===== config.mk =====
export PLATFORM = sky130hd
export DESIGN_NAME = gauntlet_io_top
export DESIGN_NICKNAME = d
export VERILOG_FILES = /design/src/common/gauntlet_pkg.sv /design/src/logic/gauntlet_io_top.sv /design/src/controls/control_mapper.sv /design/src/controls/tank_tread_decode.sv /design/src/rom_loader/download_writer.sv /design/src/rom_loader/rom_region_decode.sv
export VERILOG_INCLUDE_DIRS = /design/src /design/src/common
export SDC_FILE = /design/constraint.sdc
export NUM_CORES = 1
export LEC_CHECK = 0
export BUFFER_PORTS_ARGS = -buffer_cell sky130_fd_sc_hd__buf_2
export CORE_ASPECT_RATIO = 2
export CORE_MARGIN = 2
export CORE_UTILIZATION = 26
export DETAILED_ROUTE_END_ITERATION = 10
export GPL_TIMING_DRIVEN = 0
export PLACE_DENSITY = 0.48
export SETUP_SLACK_MARGIN = 0.02
export SLEW_MARGIN = 20
export SYNTH_ARGS = -nofsm -noshare
export SYNTH_HDL_FRONTEND = slang
export SYNTH_SLANG_ARGS = --single-unit
export TNS_END_PERCENT = 30

===== constraint.sdc =====
create_clock -name clk_sys -period 6.35 [get_ports clk_sys]
set_input_delay 0.3175 -clock clk_sys [delete_from_list [all_inputs] [get_ports clk_sys]]
set_output_delay 0.3175 -clock clk_sys [all_outputs]
set_load 0.03 [all_outputs]

===== src/common/gauntlet_consts.svh =====
// Gauntlet I/O glue constants
// Download indices, game variant codes and the ROM download address map
`ifndef GAUNTLET_CONSTS_SVH
`define GAUNTLET_CONSTS_SVH

// Download index values
`define DL_IDX_ROM 8'd0 // ROM image stream
`define DL_IDX_CFG 8'd1 // Variant config byte

// Game variant codes, as loaded through index 1
`define VAR_DEFAULT 8'd104 // Gauntlet
`define VAR_TANK 8'd118 // Vindicators Part II

// ############################################################
// Download address map, byte addresses
// Graphics occupies 000000 up to the 9AB base
// ############################################################
`define ADDR_CPU_9AB 25'h0C0000 // 64 KB, 0D0000..0EFFFF is fill
`define ADDR_CPU_10AB 25'h0F0000 // 2x16 KB, 0F8000..0FFFFF is fill
`define ADDR_CPU_7AB 25'h100000
`define ADDR_CPU_6AB 25'h110000
`define ADDR_CPU_5AB 25'h120000
`define ADDR_CPU_3AB 25'h130000
`define ADDR_AUD_16S 25'h140000 // 32 KB
`define ADDR_AUD_16R 25'h148000 // 16 KB
`define ADDR_CHR_6P 25'h14C000 // 16 KB

`endif

===== src/common/gauntlet_pkg.sv =====
// Gauntlet I/O shared types
// Download byte records, ROM write records, key events and tread bits
package gauntlet_pkg;

	typedef logic [24:0] dl_addr_t; // Download byte address
	typedef logic [7:0] dl_index_t; // Download index
	typedef logic [15:0] rom_addr_t; // Word address inside a region
	typedef logic [31:0] rom_data_t; // Right-aligned, earliest byte highest
	typedef logic [7:0] variant_t; // Game variant code
	typedef logic [7:0] player_t; // Player port, active low
	typedef logic [15:0] joy_t; // R,L,D,U, 4 buttons, coin, start
	typedef logic [8:0] key_code_t; // Extended scancode

	// ROM regions on the download stream
	typedef enum logic [3:0] {
		RGN_GFX, // Dword wide
		RGN_CPU_9AB, // Word wide from here
		RGN_CPU_10AB,
		RGN_CPU_7AB,
		RGN_CPU_6AB,
		RGN_CPU_5AB,
		RGN_CPU_3AB,
		RGN_AUD_16S, // Byte wide from here
		RGN_AUD_16R,
		RGN_CHR_6P,
		RGN_FILL, // Gap in ROM space
		RGN_CONFIG, // Index 1 byte
		RGN_NONE
	} region_t;

	typedef struct packed {
		dl_index_t index;
		dl_addr_t addr;
		logic [7:0] data;
	} dl_byte_t;

	typedef struct packed {
		region_t region;
		rom_addr_t addr;
		logic last; // Byte completes the region's word
	} rom_target_t;

	typedef struct packed {
		region_t region;
		rom_addr_t addr;
		rom_data_t data;
	} rom_wr_t;

	typedef struct packed {
		logic toggle; // Flips on every event
		logic pressed;
		key_code_t code;
	} key_event_t;

	typedef struct packed {
		logic left_fw;
		logic left_bk;
		logic right_fw;
		logic right_bk;
	} tread_t;

endpackage


===== src/logic/gauntlet_io_top.sv =====
// Gauntlet I/O glue top level
// ROM download path feeding region writes, plus the control mapper
`timescale 1ns/1ns

module gauntlet_io_top import gauntlet_pkg::*; (
	input logic clk_sys,
	input logic rst,
	input logic dl_strobe, // One cycle per byte
	input dl_byte_t dl_byte,
	input logic downloading,
	input logic mem_ready,
	input key_event_t key,
	input joy_t joy0,
	input joy_t joy1,
	input joy_t joy2,
	input joy_t joy3,
	input logic service,
	output logic rom_wr_valid,
	output rom_wr_t rom_wr,
	output logic dl_wait,
	output variant_t variant,
	output player_t p1,
	output player_t p2,
	output player_t p3,
	output player_t p4,
	output logic [4:0] sys
);

	rom_target_t target; // Decode of the current byte

	rom_region_decode u_decode (
		.dl_byte(dl_byte),
		.target(target)
	);

	download_writer u_writer (
		.clk_sys(clk_sys),
		.rst(rst),
		.dl_strobe(dl_strobe),
		.dl_byte(dl_byte),
		.downloading(downloading),
		.target(target),
		.mem_ready(mem_ready),
		.rom_wr_valid(rom_wr_valid),
		.rom_wr(rom_wr),
		.dl_wait(dl_wait),
		.variant(variant)
	);

	// Variant picks the key table
	control_mapper u_controls (
		.clk_sys(clk_sys),
		.rst(rst),
		.key(key),
		.joy0(joy0),
		.joy1(joy1),
		.joy2(joy2),
		.joy3(joy3),
		.service(service),
		.variant(variant),
		.p1(p1),
		.p2(p2),
		.p3(p3),
		.p4(p4),
		.sys(sys)
	);

endmodule


===== src/controls/control_mapper.sv =====
// Control mapper
// Turns keyboard events and four joysticks into the active-low player
// ports and the service/coin byte, with a separate tank key table
`timescale 1ns/1ns
`include "gauntlet_consts.svh"

module control_mapper import gauntlet_pkg::*; (
	input logic clk_sys,
	input logic rst,
	input key_event_t key,
	input joy_t joy0,
	input joy_t joy1,
	input joy_t joy2,
	input joy_t joy3,
	input logic service,
	input variant_t variant,
	output player_t p1,
	output player_t p2,
	output player_t p3,
	output player_t p4,
	output logic [4:0] sys // {service_n, coin1_n..coin4_n}
);

	logic tank; // Vindicators layout
	logic toggle_q;
	logic key_evt;
	player_t held_p1, held_p2, held_p3, held_p4; // Active high
	logic [3:0] held_coin; // Coin 1 in bit 0
	tread_t tread0, tread1;

	assign tank = (variant == `VAR_TANK);
	assign key_evt = key.toggle != toggle_q;

	// ############################################################
	// Key event tables
	// ############################################################
	always_ff @(posedge clk_sys) begin
		if (rst) begin
			toggle_q <= 1'b0;
			held_p1 <= '0;
			held_p2 <= '0;
			held_p3 <= '0;
			held_p4 <= '0;
			held_coin <= '0;
		end else begin
			toggle_q <= key.toggle;
			if (key_evt && tank) begin
				case (key.code)
					9'h023: held_p1[7] <= key.pressed; // D, right back
					9'h01B: held_p1[6] <= key.pressed; // S, left back
					9'h024: held_p1[5] <= key.pressed; // E, right fwd
					9'h01D: held_p1[4] <= key.pressed; // W, left fwd
					9'h02D: held_p1[3] <= key.pressed; // R thumb
					9'h015: held_p1[2] <= key.pressed; // Q thumb
					9'h02B: held_p1[1] <= key.pressed; // F trigger
					9'h01C: held_p1[0] <= key.pressed; // A trigger
					9'h042: held_p2[7] <= key.pressed; // K
					9'h03B: held_p2[6] <= key.pressed; // J
					9'h043: held_p2[5] <= key.pressed; // I
					9'h03C: held_p2[4] <= key.pressed; // U
					9'h044: held_p2[3] <= key.pressed; // O
					9'h035: held_p2[2] <= key.pressed; // Y
					9'h04B: held_p2[1] <= key.pressed; // L
					9'h033: held_p2[0] <= key.pressed; // H
					9'h016: held_p3[0] <= key.pressed; // 1, P1 start
					9'h01E: held_p3[1] <= key.pressed; // 2, P2 start
					9'h02E: held_coin[0] <= key.pressed; // 5
					9'h036: held_coin[1] <= key.pressed; // 6
					default: ;
				endcase
			end else if (key_evt) begin
				case (key.code)
					9'h175: held_p1[7] <= key.pressed; // Up arrow
					9'h172: held_p1[6] <= key.pressed; // Down arrow
					9'h16B: held_p1[5] <= key.pressed; // Left arrow
					9'h174: held_p1[4] <= key.pressed; // Right arrow
					9'h014: held_p1[1] <= key.pressed; // Left ctrl, fire
					9'h011: held_p1[0] <= key.pressed; // Left alt, magic
					9'h02D: held_p2[7] <= key.pressed; // R
					9'h02B: held_p2[6] <= key.pressed; // F
					9'h023: held_p2[5] <= key.pressed; // D
					9'h034: held_p2[4] <= key.pressed; // G
					9'h01C: held_p2[1] <= key.pressed; // A
					9'h01B: held_p2[0] <= key.pressed; // S
					9'h043: held_p3[7] <= key.pressed; // I
					9'h042: held_p3[6] <= key.pressed; // K
					9'h03B: held_p3[5] <= key.pressed; // J
					9'h04B: held_p3[4] <= key.pressed; // L
					9'h114: held_p3[1] <= key.pressed; // Right ctrl
					9'h059: held_p3[0] <= key.pressed; // Right shift
					9'h075: held_p4[7] <= key.pressed; // Numpad 8
					9'h072: held_p4[6] <= key.pressed; // Numpad 2
					9'h06B: held_p4[5] <= key.pressed; // Numpad 4
					9'h074: held_p4[4] <= key.pressed; // Numpad 6
					9'h070: held_p4[1] <= key.pressed; // Numpad 0
					9'h071: held_p4[0] <= key.pressed; // Numpad dot
					9'h02E: held_coin[0] <= key.pressed; // 5
					9'h036: held_coin[1] <= key.pressed; // 6
					9'h03D: held_coin[2] <= key.pressed; // 7
					9'h03E: held_coin[3] <= key.pressed; // 8
					default: ;
				endcase
			end
		end
	end

	// Sticks 0 and 1 drive the tanks
	tank_tread_decode u_tread (
		.clk_sys(clk_sys),
		.rst(rst),
		.stick_a(joy0[3:0]),
		.stick_b(joy1[3:0]),
		.tread_a(tread0),
		.tread_b(tread1)
	);

	// Normal port, stick high nibble and buttons low
	function automatic player_t merge(input player_t held, input joy_t j);
		return ~(held | {j[3:0], j[7:4]});
	endfunction

	// ############################################################
	// Port merge
	// ############################################################
	always_comb begin
		if (tank) begin
			p1 = ~(held_p1 | {tread0.right_bk, tread0.left_bk, tread0.right_fw,
				tread0.left_fw, joy0[7:4]});
			p2 = ~(held_p2 | {tread1.right_bk, tread1.left_bk, tread1.right_fw,
				tread1.left_fw, joy1[7:4]});
			p3 = ~(held_p3 | {6'b000000, joy1[9], joy0[9]}); // Stick starts
			p4 = ~held_p4; // Keys only
		end else begin
			p1 = merge(held_p1, joy0);
			p2 = merge(held_p2, joy1);
			p3 = merge(held_p3, joy2);
			p4 = merge(held_p4, joy3);
		end
	end

	assign sys = {~service,
		~(held_coin[0] | joy0[8]),
		~(held_coin[1] | joy1[8]),
		~(held_coin[2] | joy2[8]),
		~(held_coin[3] | joy3[8])};

endmodule


===== src/controls/tank_tread_decode.sv =====
// Tank tread decoder
// Registered conversion of two 4-way sticks into tread forward/back bits
`timescale 1ns/1ns

module tank_tread_decode import gauntlet_pkg::*; (
	input logic clk_sys,
	input logic rst,
	input logic [3:0] stick_a, // {up, down, left, right}
	input logic [3:0] stick_b,
	output tread_t tread_a,
	output tread_t tread_b
);

	// Eight-way stick to tread motion
	function automatic tread_t to_tread(input logic [3:0] s);
		tread_t t;
		t = '0;
		case (s)
			4'b1000: begin t.left_fw = 1'b1; t.right_fw = 1'b1; end // Up
			4'b0100: begin t.left_bk = 1'b1; t.right_bk = 1'b1; end // Down
			4'b0001: begin t.left_fw = 1'b1; t.right_bk = 1'b1; end // Right, spin
			4'b0010: begin t.left_bk = 1'b1; t.right_fw = 1'b1; end // Left, spin
			4'b1010: t.right_fw = 1'b1; // Up-left
			4'b1001: t.left_fw = 1'b1; // Up-right
			4'b0101: t.left_bk = 1'b1; // Down-right
			4'b0110: t.right_bk = 1'b1; // Down-left
			default: t = '0; // Idle or conflicting
		endcase
		return t;
	endfunction

	always_ff @(posedge clk_sys) begin
		if (rst) begin
			tread_a <= '0;
			tread_b <= '0;
		end else begin
			tread_a <= to_tread(stick_a);
			tread_b <= to_tread(stick_b);
		end
	end

endmodule


===== src/rom_loader/download_writer.sv =====
// Download writer
// Packs ROM bytes into dword, word or byte writes for the decoded region,
// keeps the game variant register and drives the download wait line
`timescale 1ns/1ns
`include "gauntlet_consts.svh"

module download_writer import gauntlet_pkg::*; (
	input logic clk_sys,
	input logic rst,
	input logic dl_strobe,
	input dl_byte_t dl_byte,
	input logic downloading,
	input rom_target_t target,
	input logic mem_ready,
	output logic rom_wr_valid,
	output rom_wr_t rom_wr,
	output logic dl_wait,
	output variant_t variant
);

	logic [23:0] acc; // Three previous ROM bytes, newest lowest
	logic rom_byte; // ROM stream byte this cycle
	logic is_rom; // Region backed by a real ROM
	rom_data_t wr_data;

	assign rom_byte = dl_strobe && downloading && (dl_byte.index == `DL_IDX_ROM);

	always_comb begin
		case (target.region)
			RGN_FILL, RGN_CONFIG, RGN_NONE: is_rom = 1'b0;
			default: is_rom = 1'b1;
		endcase
	end

	// Trim to region width, earlier bytes land higher
	always_comb begin
		case (target.region)
			RGN_GFX: wr_data = {acc, dl_byte.data};
			RGN_CPU_9AB, RGN_CPU_10AB, RGN_CPU_7AB,
			RGN_CPU_6AB, RGN_CPU_5AB, RGN_CPU_3AB:
				wr_data = {16'h0000, acc[7:0], dl_byte.data};
			default: wr_data = {24'h000000, dl_byte.data};
		endcase
	end

	// ############################################################
	// Accumulator and write record
	// ############################################################
	always_ff @(posedge clk_sys) begin
		if (rst) begin
			acc <= '0;
			rom_wr_valid <= 1'b0;
		end else begin
			rom_wr_valid <= rom_byte && target.last && is_rom; // One-cycle strobe
			if (rom_byte) acc <= {acc[15:0], dl_byte.data}; // Fill bytes shift too
		end
	end

	always_ff @(posedge clk_sys) begin
		if (rom_byte && target.last) begin
			rom_wr.region <= target.region;
			rom_wr.addr <= target.addr;
			rom_wr.data <= wr_data;
		end
	end

	// Variant byte arrives on index 1
	always_ff @(posedge clk_sys) begin
		if (rst) variant <= `VAR_DEFAULT;
		else if (dl_strobe && target.region == RGN_CONFIG) variant <= dl_byte.data;
	end

	assign dl_wait = ~mem_ready; // Holds off the next byte

endmodule


===== src/rom_loader/rom_region_decode.sv =====
// ROM region decoder
// Maps a download byte's index and address onto a named ROM region,
// the word address inside it and whether the byte completes a word
`timescale 1ns/1ns
`include "gauntlet_consts.svh"

module rom_region_decode import gauntlet_pkg::*; (
	input dl_byte_t dl_byte,
	output rom_target_t target
);

	localparam dl_addr_t BASE_CPU_9AB = `ADDR_CPU_9AB;
	localparam dl_addr_t BASE_CPU_10AB = `ADDR_CPU_10AB;
	localparam dl_addr_t BASE_CPU_7AB = `ADDR_CPU_7AB;
	localparam dl_addr_t BASE_CPU_6AB = `ADDR_CPU_6AB;
	localparam dl_addr_t BASE_CPU_5AB = `ADDR_CPU_5AB;
	localparam dl_addr_t BASE_CPU_3AB = `ADDR_CPU_3AB;
	localparam dl_addr_t BASE_AUD_16S = `ADDR_AUD_16S;
	localparam dl_addr_t BASE_AUD_16R = `ADDR_AUD_16R;
	localparam dl_addr_t BASE_CHR_6P = `ADDR_CHR_6P;

	dl_addr_t a;
	assign a = dl_byte.addr;

	always_comb begin
		target.region = RGN_NONE;
		target.addr = '0;
		target.last = 1'b0;
		if (dl_byte.index == `DL_IDX_CFG) begin
			target.region = RGN_CONFIG;
		end else if (dl_byte.index == `DL_IDX_ROM) begin
			target.region = RGN_FILL; // Unless a ROM matches below
			if (a < BASE_CPU_9AB) begin
				target.region = RGN_GFX; // Four video ROMs interleaved
				target.addr = a[17:2];
				target.last = (a[1:0] == 2'b11);
			end else if (a[24:16] == BASE_CPU_9AB[24:16]) begin
				target.region = RGN_CPU_9AB;
				target.addr = {1'b0, a[15:1]};
				target.last = a[0]; // Odd byte ends the word
			end else if (a[24:15] == BASE_CPU_10AB[24:15]) begin
				target.region = RGN_CPU_10AB; // Half-size bank
				target.addr = {2'b00, a[14:1]};
				target.last = a[0];
			end else if (a[24:16] == BASE_CPU_7AB[24:16]) begin
				target.region = RGN_CPU_7AB;
				target.addr = {1'b0, a[15:1]};
				target.last = a[0];
			end else if (a[24:16] == BASE_CPU_6AB[24:16]) begin
				target.region = RGN_CPU_6AB;
				target.addr = {1'b0, a[15:1]};
				target.last = a[0];
			end else if (a[24:16] == BASE_CPU_5AB[24:16]) begin
				target.region = RGN_CPU_5AB;
				target.addr = {1'b0, a[15:1]};
				target.last = a[0];
			end else if (a[24:16] == BASE_CPU_3AB[24:16]) begin
				target.region = RGN_CPU_3AB;
				target.addr = {1'b0, a[15:1]};
				target.last = a[0];
			end else if (a[24:15] == BASE_AUD_16S[24:15]) begin
				target.region = RGN_AUD_16S;
				target.addr = {1'b0, a[14:0]};
				target.last = 1'b1; // Byte wide
			end else if (a[24:14] == BASE_AUD_16R[24:14]) begin
				target.region = RGN_AUD_16R;
				target.addr = {2'b00, a[13:0]};
				target.last = 1'b1;
			end else if (a[24:14] == BASE_CHR_6P[24:14]) begin
				target.region = RGN_CHR_6P;
				target.addr = {2'b00, a[13:0]};
				target.last = 1'b1;
			end
		end
	end

endmodule


Word-level counts from Yosys, hierarchy flattened
Index checks and enable logic that the tools add are counted.
Widths: inputs -> output; s select.

cells by class
  equality and inequality tests = 89
  order comparisons = 1
  reductions and logical operators = 64
  muxes and demuxes = 65
  bitwise gates (word level) = 27

operators with widths
  operator              count
  $mux 21               9
  $eq 9x6->1 const B    13
  $eq 9x5->1 const B    12
  $eq 9x7->1 const B    11
  $reduce_and 3->1      26
  $not 8->8             8
  $pmux 32 s2           1
  $or 8x8->8            6
  $eq 9x9->1 const B    5
  $mux 19               2
  $eq 4x3->1 const B    9
  $eq 4x4->1 const B    9
  $mux 1                36
  $mux 8                4
  $reduce_bool 2->1     15
  $ne 2x2->1 const B    14
  $reduce_or 3->1       9
  $lt 25x20->1 const B  1
  $eq 11x7->1 const B   2
  $mux 4                5
  $eq 4x2->1 const B    4
  $mux 2                8
  $eq 4x1->1 const B    3
  $eq 10x5->1 const B   1
  15 further kinds      33

word-level totals
  logic and storage cells = 292
  bits in registers = 126
  bits of input ports = 122
  output and inout bits = 99

Longest topological paths before layout
  depth after elaboration = 17
  gate-level depth with buffers = 8
  depth with buffers taken out = 5

By module
From an unflattened synthesis, not the netlist that was laid out.

unflattened totals
  cell total of the unflattened synthesis = 626
  area total of the unflattened synthesis = 6418.7 µm²

modules (own cells, without submodules)
  module             seq. area each (µm²)  cells each  instances  area an instance (µm²)
  download_writer    2222.1                213         1          3131.8
  control_mapper     660.6                 265         1          2202.1
  rom_region_decode  0.0                   119         1          780.7
  tank_tread_decode  160.2                 29          1          304.0

Worst setup path after synthesis
Ideal clock, no wire load.

  kind = input-to-reg
  start point = in dl_byte[32] (netlist bit)
  end point = reg u_writer.rom_wr[0] (netlist name)
  path buffers = 3
  setup time = 0.526 ns
  setup slack = 0.621 ns
  stages = 8
  data arrival time = 5.203 ns
  data required time = 5.824 ns
  cells stage by stage = or4_4 -> buf_6 -> nor2_1 -> and3_1 -> buf_2 -> buf_2 -> a21oi_1 -> nor3_1

on the way
  word-level cells in the longest chain between the ends = 14
  elaborated cells on any way between the ends = 23
  classes of those cells = order compare: 1; eq/ne: 9; mux: 12; reduce/logical: 1

RTL lines
  what                 line                     text
  start, declared      gauntlet_io_top.sv:9     input dl_byte_t dl_byte,
  $eq 11x7->1          rom_region_decode.sv:69  end else if (a[24:14] == BASE_CHR_6P[24:14]) begin
  $mux 19              rom_region_decode.sv:69
  $mux 19              rom_region_decode.sv:65  end else if (a[24:14] == BASE_AUD_16R[24:14]) begin
  $mux 21              rom_region_decode.sv:61  end else if (a[24:15] == BASE_AUD_16S[24:15]) begin
  $mux 21              rom_region_decode.sv:57  end else if (a[24:16] == BASE_CPU_3AB[24:16]) begin
  $mux 21              rom_region_decode.sv:53  end else if (a[24:16] == BASE_CPU_5AB[24:16]) begin
  $mux 21              rom_region_decode.sv:49  end else if (a[24:16] == BASE_CPU_6AB[24:16]) begin
  $mux 21              rom_region_decode.sv:45  end else if (a[24:16] == BASE_CPU_7AB[24:16]) begin
  $mux 21              rom_region_decode.sv:41  end else if (a[24:15] == BASE_CPU_10AB[24:15]) begin
  $mux 21              rom_region_decode.sv:37  end else if (a[24:16] == BASE_CPU_9AB[24:16]) begin
  $mux 21 *            rom_region_decode.sv:33  if (a < BASE_CPU_9AB) begin
  $mux 21 *            rom_region_decode.sv:31  end else if (dl_byte.index == `DL_IDX_ROM) begin
  $mux 1 *             rom_region_decode.sv:29  if (dl_byte.index == `DL_IDX_CFG) begin
  $logic_and 1x1->1 *  download_writer.sv:60    if (rom_byte && target.last) begin

Mark *: on every way between the ends. The rest lies on a longest branch, timed or not.
A chain may end at the register's enable or synchronous reset.

Worst setup path after layout
  start point = in dl_byte[32] (netlist bit)
  end point = reg u_writer.rom_wr[7] (netlist name)

on the way
  word-level cells in the longest chain between the ends = 14
  elaborated cells on any way between the ends = 23
  classes of those cells = order compare: 1; eq/ne: 9; mux: 12; reduce/logical: 1

RTL lines
  what                 line
  $eq 11x7->1          rom_region_decode.sv:69
  $mux 19              rom_region_decode.sv:69
  $mux 19              rom_region_decode.sv:65
  $mux 21              rom_region_decode.sv:61
  $mux 21              rom_region_decode.sv:57
  $mux 21              rom_region_decode.sv:53
  $mux 21              rom_region_decode.sv:49
  $mux 21              rom_region_decode.sv:45
  $mux 21              rom_region_decode.sv:41
  $mux 21              rom_region_decode.sv:37
  $mux 21 *            rom_region_decode.sv:33
  $mux 21 *            rom_region_decode.sv:31
  $mux 1 *             rom_region_decode.sv:29
  $logic_and 1x1->1 *  download_writer.sv:60

Marked as above.

==> results.md <==
Yosys:
- For this run, asynchronously set or reset flops after synthesis account for 0%.
- When the netlist entered floorplanning its net count stood at 731.
- Summed over its instances, the top area cell type makes up 26.1% of the synthesized netlist area.
- The largest total area in the synthesized netlist belongs to edfxtp_1.
- The flip-flop cell with the highest count after synthesis is dfxtp_1.
- The synthesized design contains 52 enable-type register cells.
- The mean cell area of the mapped netlist is around 9.8 sq um.
- After synthesis, the most frequently instantiated cells are nor2_1, dfxtp_1, mux2i_1.
- The post-synthesis cell count is 609.
- The warning count from the yosys run is 0.
- In this run the cell area of the synthesized design comes to 0.00598 sq mm.
- The synthesized netlist contains 68 unique library cells.
- Among all cell types in the netlist, the one instantiated most often is nor2_1.
- The share of synthesized area occupied by flip-flops and latches is between 50% and 60%.
- Sorting the synthesized cells by area gives the leading types as edfxtp_1, dfxtp_1, mux2i_1, nor2_1, a222oi_1.
- The number of flip-flops and latches in the synthesized netlist is around 130.

Clock tree:
- The clock reaches the later pin of the worst-skew pair after 0.44 ns.
- Clock-pin slew was measured on the worst setup and hold paths at 0.06 ns.
- TritonCTS built the clock tree.
- The number of buffers inserted during clock tree synthesis is 17.
- The total number of H-tree levels is 4.
- The clock passes through at most 2 buffers.
- In this run the clock root is driven by a clkbuf_16.
- The buffer count from post-CTS setup fixing is 0.
- The clock sink count is about 130.
- The number of gates resized after cts is 0.
- The cts-stage hold buffer count is 0.

Power:
- The analysis attributes to net switching a power of 0.000489 W.
- The switching share of power is 25.0%.
- The clock network is responsible for between 40% and 50% of the overall power.
- In this run, the combinational gates consume under 10% of the power.
- Power spread over the standard cell area amounts to 248 mW/mm^2.
- VDD sags by at most approximately 0.19 mV.
- The design internal power is 0.00147 W.
- Sequential cells account for 42.9% of the total power.
- The leakage power summed over all cells is 3.12 nW.

STA:
- Setup violations remaining at the end of the flow were counted as 0.
- In the post-route analysis, the smallest setup slack over all paths is 3.20 ns.
- The measured slew at the worst slew-check pin is 0.988 ns.
- The final count of hold timing violations is 0.
- Measured against its own limit, the worst slew margin works out to 34.0%.
- After layout, the worst path uses 49.6% of the clock period.
- The number of max-slew violations in the final report came to 0.
- The worst clock skew is 0.0109 ns.
- The smallest clock period supported by the final layout is computed as 3.15 ns.
- Setup repair after global routing left no endpoint under its margin.
- The final-layout setup total negative slack is 0 ns.
- Derived from the worst setup path, the maximum achievable clock frequency is between 0.3 and 0.4 GHz.

Finish:
- The diode insertion count for antenna repair is 0.
- The share of cells above drive strength 1 is 32.0%.
- The number of filler instances in the final layout is 2393.
- The area growth from synthesis to layout is 32.4%.
- The finished cells cover 0.00791 sq mm.
- In the final layout, the multi-input gates occupy 0.00267 sq mm.
- The sequential cell area is 0.00304 sq mm.
- The final layout contains around 950 nets.

Worst hold path:
- Counting instances, the worst hold path has a depth of 2.
- The beginning of the worst hold path is joy1[1].
- The path with the worst hold slack has its endpoint at u_controls.u_tread.tread_b[3].
- The path type of the worst min-delay path is in -> reg.

Route:
- After detailed routing, the total wire length is ~21000 um.
- The total number of vias is 5362.
- The number of nets with antenna violations after detailed routing is 0.
- The number of remaining DRC errors is 0.
- The first routing iteration left between 300 and 400 violations.
- After detailed routing, the average wire length per cell comes to around 19 um.
- The number of iterations in the first detailed-routing pass is 7.
- The vias per cell is 4.80.

Placed design:
- The setup slack at placement is 2.78 ns.
- The number of buffers inserted by port buffering is 190.
- The placed instance area is 0.00734 sq mm.
- The post-DP HPWL is 16300 um.
- At the end of routability-driven placement, the weighted congestion stood at 0.973.

Worst setup path:
- The largest individual stage delay along the critical path comes from the cell or4_4.
- The delay of the slowest cell on the worst path is 0.52 ns.
- Walking the worst path, the cells encountered are buf_2 -> or4_4 -> buf_6 -> nor2_1 -> and3_1 -> buf_2 -> buf_2 -> a21oi_1 -> nor3_2 -> buf_4 -> buf_4 -> buf_4 -> buf_4.
- The worst register-to-register path has a setup slack of 4.02 ns.
- The category of the most critical setup path is in -> reg.
- The critical-path maximum fanout is 11.
- The start of the worst register-to-register path is u_writer.variant[1].
- The required arrival time at the worst endpoint is 6.50 ns.
- STA classifies the critical path startpoint as an input port.
- The cell seen most often among critical-path stages is buf_4.
- The length in cells of the worst reg-to-reg path is 5.
- The data arrival at the endpoint of the critical path is ~3.3 ns.
- In this run the critical register-to-register path is captured at u_controls.held_p2[7].
- The kind of capture point of the worst setup path is a flip-flop.

GRT:
- The first global-routing pass estimated roughly 31000 um of wire.
- The final global-route overflow total is 0.
- The initial antenna violation count is 0.
- The largest net degree at the start of global routing is 17.
- For this run, the total global-route usage over all layers was measured as ~17%.
- The via count of the first global-routing pass is 5479.

Floorplan:
- Pin placement for this block handled 221 I/O pins.
- The standard cell core area is 0.0226 sq mm.
- The floorplan has 78 rows.
- The initial utilization of the core area, before any placement, comes to between 20% and 30%.
- The die is 111 um wide.
- The chip height is ~220 um.
- The die covers 0.0243 sq mm.

Job:
- Across the run, the number of max-cap violations was 0.

Outcome:
- The flow ran to the end, and the final reports show no timing, DRC or antenna violations.
area by class of cell:
cell class / instances / share of cell area [%]
buffer: 43 / 2.83
tap: 280 / 4.43
clock inverter: 13 / 1.77
sequential: 126 / 38.5
multi-input combinational: 426 / 33.7
timing repair buffer: 196 / 12.6
inverter: 14 / 0.664
clock buffer: 19 / 5.47
kinds of logic after synthesis:
group	share of synthesized area, %
DFF	50.9
AOI/OAI and AO/OA	9.46
xor gates and xnor gates	0.440
and+or+nand+nor	24.7
muxes	9.88
buffers and inverters	4.63
stage by stage:
stage / total power, W / utilization (%) / cells / hold WS, ns
floorplan: 0.000938 / - / 609 / 0.396
global placement: 0.00102 / 32.1 / 1079 / 0.459
detailed placement: 0.00102 / 32.4 / 1085 / 0.463
CTS: 0.00199 / 34.9 / 1117 / 0.0678
global route: 0.00203 / 34.9 / 1117 / 0.0845
finish: 0.00196 / 34.9 / 1117 / 0.0884
layout by cell type, fill, tap and decap left out, drive strengths merged, types with 16 or more instances in the layout:
cell / count
a21oi: 22
and2: 18
buf: 207
clkbuf: 50
dfxtp: 74
edfxtp: 52
inv: 16
mux2i: 59
nand2: 20
nand3: 21
nor2: 133
nor4: 16
power groups by stage:
| stage | combinational (W) | sequential [W] | clock (W) |
|---|---|---|---|
| after floorplan | 0.0000804 | 0.000858 | 0 |
| after global placement | 0.000158 | 0.000858 | 0 |
| after detailed placement | 0.000158 | 0.000858 | 0 |
| after CTS | 0.000158 | 0.000840 | 0.000987 |
| after global routing | 0.000171 | 0.000840 | 0.00102 |
| final | 0.000158 | 0.000840 | 0.000960 |
flip-flops by register name, summed over array words and instances, names as in the netlist:
register and cells:
u_writer.variant 8, u_controls.toggle_q 1, u_controls.held_coin 4, u_controls.held_p2 8
u_controls.held_p4 6, u_controls.u_tread.tread_b 4, u_controls.u_tread.tread_a 4, u_writer.acc 24
u_controls.held_p3 6, u_writer.rom_wr_valid 1, u_controls.held_p1 8, u_writer.rom_wr 52
critical path, delay by kind of cell:
kind                   cells  cell delay, ns
buffers and inverters      8            1.52
AO/OA/AOI/OAI              1            0.10
AND/OR/NAND/NOR            4            1.35
metal layers:
metal / wire (um) / part of all wire [%] / GRT usage (%) / vias to the layer above
met5: 0 / 0 / 0 / -
met4: 623 / 3.0 / 7.74 / 0
met3: 970 / 4.7 / 3.74 / 36
met2: 12100 / 58 / 34.9 / 196
met1: 7040 / 34 / 15.5 / 2489
li1: - / - / - / 2641
worst max path at each step:
| stage | startpoint | endpoint | slack [ns] | cells after the start |
|---|---|---|---|---|
| 2_1_floorplan | dl_byte[32] | u_writer.rom_wr[0] | 0.62 | 8 |
| 3_3_place_gp | dl_byte[32] | u_writer.rom_wr[7] | -1.44 | 9 |
| 3_5_place_dp | dl_byte[32] | u_writer.rom_wr[7] | 2.78 | 13 |
| 4_1_cts | u_writer.variant[7] | p2[7] | 3.22 | 9 |
| 5_1_grt | dl_byte[32] | u_writer.rom_wr[23] | 3.02 | 13 |
| 6_report | dl_byte[32] | u_writer.rom_wr[7] | 3.20 | 13 |
(Power assumes the default switching activity.)
